## src/hw/cordic_pkg.sv

```systemverilog
package cordic_pkg;

    localparam int DATA_W    = 18;
    localparam int INT_W     = DATA_W + 1;       // one guard bit for CORDIC growth.
    localparam int ITER_NUM  = 14;
    localparam int STAGE_NUM = ITER_NUM / 2;     // two micro-rotations per stage.

    // 1/K of the 14 micro-rotations is 9949 in units of 2^-14.
    localparam logic [14:0] GAIN_K    = 15'b010011011011101;
    localparam int          GAIN_FRAC = 14;

    typedef enum logic {
        OP_VECTOR = 1'b0,
        OP_ROTATE = 1'b1
    } op_e;

    typedef logic [ITER_NUM-1:0] dir_t;          // bit k set means "minus" form at step k.
    typedef logic [1:0]          dir_slice_t;

    typedef struct packed {
        logic signed [DATA_W-1:0] x;
        logic signed [DATA_W-1:0] y;
    } sample_t;

    typedef struct packed {
        logic signed [INT_W-1:0] x;
        logic signed [INT_W-1:0] y;
    } isample_t;

    typedef struct packed {
        logic    valid;
        op_e     op;
        sample_t sample;
    } req_t;

    typedef struct packed {
        logic    valid;
        sample_t sample;
    } resp_t;

    typedef struct packed {
        logic     valid;
        op_e      op;
        isample_t isample;
    } flow_t;

endpackage
```

## src/hw/givens_top.sv

```systemverilog
`timescale 1ns/1ps

module givens_top (
    input  logic               clk,
    input  logic               rst_n,
    input  cordic_pkg::req_t   req_i,
    output cordic_pkg::resp_t  resp_o
);

    cordic_pkg::flow_t               cap_flow;
    cordic_pkg::flow_t               pipe_flow;
    cordic_pkg::dir_t                prod_dir;     // bits produced by the stages this cycle.
    cordic_pkg::dir_t                eff_dir;      // register with strobed slices forwarded.
    logic [cordic_pkg::STAGE_NUM-1:0] dir_strobe;

    req_capture i_req_capture (
        .clk    (clk),
        .rst_n  (rst_n),
        .req_i  (req_i),
        .flow_o (cap_flow)
    );

    cordic_pipe i_cordic_pipe (
        .clk          (clk),
        .rst_n        (rst_n),
        .flow_i       (cap_flow),
        .dir_i        (eff_dir),
        .flow_o       (pipe_flow),
        .dir_o        (prod_dir),
        .dir_strobe_o (dir_strobe)
    );

    dir_store i_dir_store (
        .clk          (clk),
        .rst_n        (rst_n),
        .dir_i        (prod_dir),
        .dir_strobe_i (dir_strobe),
        .dir_o        (eff_dir)
    );

    gain_comp i_gain_comp (
        .clk    (clk),
        .rst_n  (rst_n),
        .flow_i (pipe_flow),
        .resp_o (resp_o)
    );

endmodule

```

## src/hw/gain_comp.sv

```systemverilog
`timescale 1ns/1ps

module gain_comp (
    input  logic              clk,
    input  logic              rst_n,
    input  cordic_pkg::flow_t flow_i,
    output cordic_pkg::resp_t resp_o
);

    // signed sample times the unsigned gain with a zero sign bit in front.
    localparam int PROD_W = cordic_pkg::INT_W + $bits(cordic_pkg::GAIN_K) + 1;
    localparam logic signed [PROD_W-1:0] ROUND_BIT = 1 << (cordic_pkg::GAIN_FRAC - 1);

    logic                valid_q;
    cordic_pkg::sample_t sample_q;

    function automatic logic signed [cordic_pkg::DATA_W-1:0] scale_round(
        input logic signed [cordic_pkg::INT_W-1:0] v
    );
        logic signed [PROD_W-1:0] prod;
        logic signed [PROD_W-1:0] shifted;
        prod    = v * $signed({1'b0, cordic_pkg::GAIN_K});
        shifted = (prod + ROUND_BIT) >>> cordic_pkg::GAIN_FRAC;
        return shifted[cordic_pkg::DATA_W-1:0];
    endfunction

    always_ff @(posedge clk or negedge rst_n) begin
        if (!rst_n) begin
            valid_q <= 1'b0;
        end else begin
            valid_q <= flow_i.valid;
        end
    end

    always_ff @(posedge clk) begin
        sample_q.x <= scale_round(flow_i.isample.x);
        sample_q.y <= scale_round(flow_i.isample.y);
    end

    always_comb begin
        resp_o.valid  = valid_q;
        resp_o.sample = sample_q;
    end

endmodule

```

## src/hw/dir_store.sv

```systemverilog
`timescale 1ns/1ps

module dir_store (
    input  logic                             clk,
    input  logic                             rst_n,
    input  cordic_pkg::dir_t                 dir_i,
    input  logic [cordic_pkg::STAGE_NUM-1:0] dir_strobe_i,
    output cordic_pkg::dir_t                 dir_o
);

    cordic_pkg::dir_t dir_q;
    cordic_pkg::dir_t dir_eff;

    // each stage owns two bits, and a strobed stage replaces just its own pair.
    always_comb begin
        dir_eff = dir_q;
        for (int s = 0; s < cordic_pkg::STAGE_NUM; s++) begin
            if (dir_strobe_i[s]) begin
                dir_eff[2*s +: 2] = dir_i[2*s +: 2];
            end
        end
    end

    always_ff @(posedge clk or negedge rst_n) begin
        if (!rst_n) begin
            dir_q <= '0;
        end else begin
            dir_q <= dir_eff;
        end
    end

    assign dir_o = dir_eff;                      // new bits are visible in the same cycle.

endmodule

```

## src/hw/cordic_pipe.sv

```systemverilog
`timescale 1ns/1ps

module cordic_pipe (
    input  logic                             clk,
    input  logic                             rst_n,
    input  cordic_pkg::flow_t                flow_i,
    input  cordic_pkg::dir_t                 dir_i,
    output cordic_pkg::flow_t                flow_o,
    output cordic_pkg::dir_t                 dir_o,
    output logic [cordic_pkg::STAGE_NUM-1:0] dir_strobe_o
);

    // chain[s] is the item entering stage s and chain[STAGE_NUM] leaves the last one.
    cordic_pkg::flow_t chain [0:cordic_pkg::STAGE_NUM];

    assign chain[0] = flow_i;
    assign flow_o   = chain[cordic_pkg::STAGE_NUM];

    for (genvar g = 0; g < cordic_pkg::STAGE_NUM; g++) begin : g_stage
        cordic_pkg::dir_slice_t slice_in;
        cordic_pkg::dir_slice_t slice_out;

        assign slice_in = dir_i[2*g +: 2];

        cordic_stage #(
            .STAGE (g)
        ) i_cordic_stage (
            .clk    (clk),
            .rst_n  (rst_n),
            .flow_i (chain[g]),
            .dir_i  (slice_in),
            .flow_o (chain[g+1]),
            .dir_o  (slice_out)
        );

        assign dir_o[2*g +: 2] = slice_out;

        // only a real vectoring item may overwrite the stored directions.
        assign dir_strobe_o[g] = chain[g].valid && (chain[g].op == cordic_pkg::OP_VECTOR);
    end

endmodule

```

## src/hw/cordic_stage.sv

```systemverilog
`timescale 1ns/1ps

module cordic_stage #(
    parameter int STAGE = 0
) (
    input  logic                   clk,
    input  logic                   rst_n,
    input  cordic_pkg::flow_t      flow_i,
    input  cordic_pkg::dir_slice_t dir_i,
    output cordic_pkg::flow_t      flow_o,
    output cordic_pkg::dir_slice_t dir_o
);

    localparam int SHIFT0 = 2 * STAGE;
    localparam int SHIFT1 = 2 * STAGE + 1;

    cordic_pkg::isample_t vec_mid;
    cordic_pkg::isample_t rot_mid;
    cordic_pkg::isample_t mid;
    cordic_pkg::isample_t result;
    logic                 is_vector;
    logic                 vec_d0;
    logic                 vec_d1;
    logic                 d1;
    logic                 valid_q;
    cordic_pkg::op_e      op_q;
    cordic_pkg::isample_t isample_q;

    function automatic cordic_pkg::isample_t micro_rot(input cordic_pkg::isample_t s,
                                                       input logic                 minus,
                                                       input int                   shift);
        cordic_pkg::isample_t r;
        if (minus) begin
            r.x = s.x - (s.y >>> shift);
            r.y = s.y + (s.x >>> shift);
        end else begin
            r.x = s.x + (s.y >>> shift);
            r.y = s.y - (s.x >>> shift);
        end
        return r;
    endfunction

    function automatic logic signs_differ(input cordic_pkg::isample_t s);
        return s.x[cordic_pkg::INT_W-1] ^ s.y[cordic_pkg::INT_W-1];
    endfunction

    // the vectoring path never looks at dir_i, so dir_o stays free of the forwarding loop.
    always_comb begin
        is_vector = (flow_i.op == cordic_pkg::OP_VECTOR);
        vec_d0    = signs_differ(flow_i.isample);
        vec_mid   = micro_rot(flow_i.isample, vec_d0, SHIFT0);
        vec_d1    = signs_differ(vec_mid);
        rot_mid   = micro_rot(flow_i.isample, dir_i[0], SHIFT0);
        mid       = is_vector ? vec_mid : rot_mid;
        d1        = is_vector ? vec_d1 : dir_i[1];
        result    = micro_rot(mid, d1, SHIFT1);
    end

    assign dir_o = is_vector ? {vec_d1, vec_d0} : 2'b00;

    always_ff @(posedge clk or negedge rst_n) begin
        if (!rst_n) begin
            valid_q <= 1'b0;
            op_q    <= cordic_pkg::OP_ROTATE;
        end else begin
            valid_q <= flow_i.valid;
            op_q    <= flow_i.op;
        end
    end

    always_ff @(posedge clk) begin
        isample_q <= result;
    end

    always_comb begin
        flow_o.valid   = valid_q;
        flow_o.op      = op_q;
        flow_o.isample = isample_q;
    end

endmodule

```

## src/hw/req_capture.sv

```systemverilog
`timescale 1ns/1ps

module req_capture (
    input  logic              clk,
    input  logic              rst_n,
    input  cordic_pkg::req_t  req_i,
    output cordic_pkg::flow_t flow_o
);

    localparam int EXT_W = cordic_pkg::INT_W - cordic_pkg::DATA_W;

    logic                 valid_q;
    cordic_pkg::op_e      op_q;
    cordic_pkg::isample_t isample_q;

    always_ff @(posedge clk or negedge rst_n) begin
        if (!rst_n) begin
            valid_q <= 1'b0;
            op_q    <= cordic_pkg::OP_ROTATE;
        end else begin
            valid_q <= req_i.valid;
            // an idle slot must never look like vectoring further down.
            op_q    <= req_i.valid ? req_i.op : cordic_pkg::OP_ROTATE;
        end
    end

    always_ff @(posedge clk) begin
        isample_q.x <= {{EXT_W{req_i.sample.x[cordic_pkg::DATA_W-1]}}, req_i.sample.x};
        isample_q.y <= {{EXT_W{req_i.sample.y[cordic_pkg::DATA_W-1]}}, req_i.sample.y};
    end

    always_comb begin
        flow_o.valid   = valid_q;
        flow_o.op      = op_q;
        flow_o.isample = isample_q;
    end

endmodule

```

## config.mk

```make
export PLATFORM = sky130hd
export DESIGN_NAME = givens_top
export DESIGN_NICKNAME = d
export VERILOG_FILES = /design/src/hw/cordic_pkg.sv /design/src/hw/givens_top.sv /design/src/hw/gain_comp.sv /design/src/hw/dir_store.sv /design/src/hw/cordic_pipe.sv /design/src/hw/cordic_stage.sv /design/src/hw/req_capture.sv
export SDC_FILE = /design/constraint.sdc
export NUM_CORES = 2
export LEC_CHECK = 0
export BUFFER_PORTS_ARGS = -buffer_cell sky130_fd_sc_hd__buf_4
export CORE_MARGIN = 2
export CORE_UTILIZATION = 55
export CTS_CLUSTER_DIAMETER = 40
export DETAILED_ROUTE_END_ITERATION = 6
export HOLD_SLACK_MARGIN = 0.15
export MAX_ROUTING_LAYER = met4
export PLACE_DENSITY_LB_ADDON = 0.25
export SKIP_LAST_GASP = 1
export SLEW_MARGIN = 20
export SYNTH_ARGS = -nofsm -noshare
export SYNTH_HDL_FRONTEND = slang
export SYNTH_SLANG_ARGS = --single-unit
```

## constraint.sdc

```tcl
create_clock -name clk -period 8.2 [get_ports clk]
set_input_delay 0.41 -clock clk [delete_from_list [all_inputs] [get_ports clk]]
set_output_delay 0.41 -clock clk [all_outputs]
set_load 0.05 [all_outputs]
```

### After elaboration in Yosys (flattened, before gate mapping)

Index checks and enable logic that the tools add are counted.

| storage, ports and cells | value |
|---|---|
| bits in registers | 368 |
| bits of input ports | 40 |
| output and inout port bits | 37 |
| logic and storage cells | 172 |

| operators by class | value |
|---|---|
| add/sub/neg operators | 57 |
| multiply operators | 2 |
| mux-type cells | 50 |
| bitwise operators | 21 |
| reductions and logical operators | 7 |

Operator list:

| cell | number |
|---|---|
| 38-bit two-way mux | 28 |
| 32-bit by 15-bit adder with 32-bit output (second input constant) | 2 |
| 19-bit by 15-bit multiplier with 32-bit output (second input constant) | 2 |
| 19-bit by 10-bit adder with 19-bit output | 2 |
| 19-bit by 11-bit adder with 19-bit output | 2 |
| 19-bit by 12-bit adder with 19-bit output | 2 |
| 19-bit by 13-bit adder with 19-bit output | 2 |
| 19-bit by 14-bit adder with 19-bit output | 2 |
| 19-bit by 15-bit adder with 19-bit output | 2 |
| 19-bit by 16-bit adder with 19-bit output | 2 |
| 19-bit by 17-bit adder with 19-bit output | 2 |
| 19-bit by 18-bit adder with 19-bit output | 2 |
| 19-bit by 6-bit adder with 19-bit output | 2 |
| 19-bit by 7-bit adder with 19-bit output | 2 |
| 19-bit by 8-bit adder with 19-bit output | 2 |
| 19-bit by 9-bit adder with 19-bit output | 2 |
| 18-bit by 18-bit subtractor with 19-bit output | 2 |
| 19-bit by 10-bit subtractor with 19-bit output | 2 |
| 19-bit by 11-bit subtractor with 19-bit output | 2 |
| 19-bit by 12-bit subtractor with 19-bit output | 2 |
| 19-bit by 13-bit subtractor with 19-bit output | 2 |
| 19-bit by 14-bit subtractor with 19-bit output | 2 |
| 19-bit by 15-bit subtractor with 19-bit output | 2 |
| 19-bit by 16-bit subtractor with 19-bit output | 2 |
| other kinds (12) | 63 |

### Logic depth before layout (Yosys ltp)

| logic depth | value |
|---|---|
| word-level depth | 9 |
| depth in mapped cells | 29 |

### Cells and area by module

Synthesis repeated with hierarchy kept, for this count alone.

| second synthesis, totals | value |
|---|---|
| cells, all modules | 7599 |
| area, all modules | 61685.4 um^2 |

Modules (own cells, without submodules):

| module | instances | cells each | area an instance (um^2) |
|---|---|---|---|
| gain_comp | 1 | 1250 | 12577.1 |
| cordic_stage at i_cordic_pipe.g_stage[1].i_cordic_stage | 1 | 926 | 6982.9 |
| cordic_stage at i_cordic_pipe.g_stage[2].i_cordic_stage | 1 | 916 | 6982.9 |
| cordic_stage at i_cordic_pipe.g_stage[6].i_cordic_stage | 1 | 941 | 6982.9 |
| cordic_stage at i_cordic_pipe.g_stage[3].i_cordic_stage | 1 | 904 | 6854.1 |
| cordic_stage at i_cordic_pipe.g_stage[4].i_cordic_stage | 1 | 881 | 6785.3 |
| cordic_stage at i_cordic_pipe.g_stage[5].i_cordic_stage | 1 | 855 | 6593.8 |
| cordic_stage at i_cordic_pipe.g_stage[0].i_cordic_stage | 1 | 848 | 6468.7 |
| req_capture | 1 | 43 | 808.3 |
| dir_store | 1 | 28 | 553.0 |
| cordic_pipe | 1 | 7 | 96.3 |

### Worst setup path before layout

OpenSTA, ideal clock, no wires.

| timing path | value |
|---|---|
| path kind | reg2reg |
| from | register i_cordic_pipe.g_stage[3].i_cordic_stage.isample_q (netlist bit i_cordic_pipe.g_stage[3].i_cordic_stage.flow_o[8]) |
| to | register i_cordic_pipe.g_stage[4].i_cordic_stage.isample_q (netlist bit i_cordic_pipe.g_stage[4].i_cordic_stage.flow_o[18]) |
| library setup time | 0.072 ns |
| arrival | 6.038 ns |
| required time | 8.128 ns |
| setup slack | 2.089 ns |
| stages on the path, launching flop included | 27 |
| path buffers | 1 |
| period minus slack after synthesis | 6.111 ns |
| cell sequence | dfxtp_1 -> ha_1 -> inv_1 -> fa_1 -> o21ba_2 -> o41ai_1 -> nor4_1 -> o311ai_0 -> a21oi_1 -> o31ai_1 -> xor2_1 -> o311ai_1 -> clkbuf_1 -> nor2_1 -> xnor2_1 -> ha_1 -> nor2b_1 -> o31a_1 -> o2111a_1 -> o31ai_1 -> a21oi_1 -> o41ai_1 -> o21ai_0 -> a21o_1 -> a21oi_1 -> xor2_1 -> xnor2_1 |

RTL lines:

| item | RTL line | text |
|---|---|---|
| from (decl) | cordic_stage.sv:27 | `cordic_pkg::isample_t isample_q;` |
| from (signal assigned) | cordic_stage.sv:72 | `isample_q <= result;` |
| to (signal assigned) | cordic_stage.sv:72 |  |
| to (decl) | cordic_stage.sv:27 |  |

==> out/results.ini <==
[status]
outcome = complete, no violations

[yosys]
syn_area_per_cell_sq_um = 8.02
async_flop_share = 0.0815
netlist_instances = 7312
synth_edf_count = 0
syn_area_sq_mm = 0.0586
ys_ff_latch = 368
synthDistinctLibCells = 114
synth_ff_type = dfxtp_1
ys_seq_area_frac = 0.128
syn_nets = 8685
yosysWarningCount = 0

[timing]
hold_ws_ns = 0.369
tns_ns = 0
setup_viol = 0
worst_pin_slew_ns = 1.04
hold_viol = 0
max_freq_ghz = 0.140
finalMaxSlewViolations = 0
rsz0062_at_grt = false
fin_crit_sh = 0.870
finalClockSkew_ns = 0.0278
fin_crit_ns = 7.14
relSlewSlack = 0.303

[worst_setup_path]
r2r-start = i_cordic_pipe.g_stage[5].i_cordic_stage.flow_o[37]$_DFF_P_
cp.required_ns = 8.77
criticalPathCategory = reg2reg
r2r_cells = 24
reg2reg_to = i_cordic_pipe.g_stage[6].i_cordic_stage.flow_o[18]$_DFF_P_
worstPathArrival_ns = 7.70
worstSetupEndpointType = flip-flop
r2r_slack_ns = 1.06
startpoint_type = flip-flop
critPathMaxFanout = 15

[clocking]
cts-hold-fix-buffers = 39
postCtsResizedCells = 0
cts_setup_buffers = 0
cts.clk_slew.worst_paths_ns = 0.05
cts_max_level = 3
cts.sinks = 368
cts_buffers = 79
clock_latency_ns = 0.65
root_buffer = clkbuf_16
cts_tree = built
clock_path_buffers = 3

[global_routing]
grt_use_total = 0.304
grt_start_max_net_pins = 41
grt-ovfl-total = 0
grt_pass1_vias = 50087
grt_pass1_wl_microns = 262000
antenna_found_initial = 2

[min_path]
hold_class = reg2reg
min_from = i_cordic_pipe.g_stage[6].i_cordic_stage.valid_q$_DFF_PN0_
min_to = i_gain_comp.valid_q$_DFF_PN0_
holdPathStages = 0

[routing]
route.top_layer_used = met4
drt_iter0_drc = 4008
vias = 52300
wl_microns = 164000
wl_met1_microns = 74200
via_per_inst = 5.93
routed-wl-met3_microns = 8990
route.detailed.drc = 0
dr.pass1.iters = 6
wl_met2_microns = 75400
ant_nets = 0
drt-wirelength-per-cell_microns = 18.6

[run]
cap_viol_max_count = 0

[cells_and_area]
drive_gt1_frac = 0.0526
nets = 8733
areaGrowthSynthToFinish_pct = 8.56
final_cell_area_sq_mm = 0.0637
layout_common_cells = 1036 x ha_1, 1007 x inv_1, 583 x nor2_1
fillCellCount = 9431
final_common_cell = ha_1
antenna_cells = 0

[die]
io_pins = 77
die_x_microns = 331
fp.dieH_microns = 331
rows = 119
fp.dieArea_sq_mm = 0.109
start_util = 0.555
fp.coreArea_sq_mm = 0.106

[placement]
portBuffers = 76
place_area_sq_mm = 0.0605
place.detailed.hpwl_microns = 136000
gp_congestion = 0.997

## through the flow
| stage | setup WS (ns) | std cells | util |
|---|---|---|---|
| floorplan | 2.09 | 7312 | - |
| global placement | 1.18 | 8631 | 0.573 |
| detailed placement | 1.20 | 8631 | 0.573 |
| CTS | 1.15 | 8818 | 0.603 |
| global route | 0.433 | 8818 | 0.603 |
| finish | 1.06 | 8818 | 0.603 |
## kinds of logic after synthesis
| kind of cell | Yosys count | share of synthesized area |
|---|---|---|
| AO/OA/AOI/OAI | 1932 | 0.219 |
| AND/OR/NAND/NOR | 1825 | 0.152 |
| buffers and inverters | 1193 | 0.0775 |
| multiplexers | 42 | 0.00741 |
| flip-flops | 368 | 0.128 |
| adder cells (fa/ha/maj) | 1333 | 0.322 |
| XOR/XNOR | 619 | 0.0938 |
## cell type report
type                       count  area (sq um)  share of cell area
clock buffer                  91          2140              0.0336
clock inverter                57           607             0.00953
inverter                    1008          3780              0.0594
multi-input combinational   5751         46600               0.732
sequential                   368          7530               0.118
tap                         1391          1740              0.0273
timing repair buffer         152          1240              0.0195
## routing by layer
metal / up-vias / track usage
met3: 247 / 0.0335
li1: 25544 / -
met1: 24929 / 0.399
met5: - / -
met2: 1580 / 0.494
met4: 0 / 0.0910
## critical path, cell delays in order (launching register included)
cell and delay [ns]:
dfxtp_1 0.75, inv_1 0.43, ha_1 0.48, nor4_1 0.44, nand2_1 0.09, a211oi_1 0.37
o21ai_0 0.23, a31oi_1 0.39, xor2_1 0.15, or3_1 0.42, and2_1 0.34, nand2_1 0.14
a21boi_0 0.51, fa_1 0.33, nor2b_1 0.05, o21ai_0 0.21, a21boi_0 0.16, o21ai_0 0.25
a21oi_1 0.18, a41oi_1 0.25, a21oi_1 0.12, a41o_1 0.26, o21bai_1 0.17, xnor2_1 0.17
xnor2_1 0.17
## sequential cells by signal (all words and copies together), names as in the netlist
register and flops:
i_gain_comp.resp_o 36, i_cordic_pipe.g_stage.i_cordic_stage.flow_o 266, i_dir_store.dir_q 14, i_req_capture.flow_o 36, i_gain_comp.valid_q 1, i_cordic_pipe.g_stage.i_cordic_stage.valid_q 7
i_req_capture.valid_q 1, i_req_capture.op_q 1, i_cordic_pipe.g_stage.i_cordic_stage.op_q 6
## Yosys cell counts, types with 120 or more instances
cell / number / share of area
ha_1: 1036 / 0.22
inv_1: 1007 / 0.064
nor2_1: 583 / 0.037
a21oi_1: 475 / 0.041
xnor2_1: 472 / 0.071
o21ai_0: 439 / 0.037
nand2_1: 341 / 0.022
dfxtp_1: 338 / 0.12
fa_1: 297 / 0.10
nor3_1: 202 / 0.017
xor2_1: 141 / 0.021
clkbuf_1: 134 / 0.0086
a21o_1: 126 / 0.016
nor2b_1: 121 / 0.013
nand3_1: 120 / 0.010
## worst max path at each step
stage	start	endpoint	slack, ns	cells after the start
6_report	i_cordic_pipe.g_stage[5].i_cordic_stage.flow_o[37]$_DFF_P_	i_cordic_pipe.g_stage[6].i_cordic_stage.flow_o[18]$_DFF_P_	1.06	24
3_3_place_gp	i_cordic_pipe.g_stage[5].i_cordic_stage.flow_o[37]$_DFF_P_	i_cordic_pipe.g_stage[6].i_cordic_stage.flow_o[17]$_DFF_P_	1.18	23
5_1_grt	i_cordic_pipe.g_stage[5].i_cordic_stage.flow_o[37]$_DFF_P_	i_cordic_pipe.g_stage[6].i_cordic_stage.flow_o[18]$_DFF_P_	0.43	24
2_1_floorplan	i_cordic_pipe.g_stage[3].i_cordic_stage.flow_o[8]$_DFF_P_	i_cordic_pipe.g_stage[4].i_cordic_stage.flow_o[18]$_DFF_P_	2.09	26
4_1_cts	i_cordic_pipe.g_stage[5].i_cordic_stage.flow_o[37]$_DFF_P_	i_cordic_pipe.g_stage[6].i_cordic_stage.flow_o[17]$_DFF_P_	1.15	23
3_5_place_dp	i_cordic_pipe.g_stage[5].i_cordic_stage.flow_o[37]$_DFF_P_	i_cordic_pipe.g_stage[6].i_cordic_stage.flow_o[17]$_DFF_P_	1.20	23
Power is not shown: default switching activity piles up to over one toggle a cycle in this logic, so the estimate is an artifact.
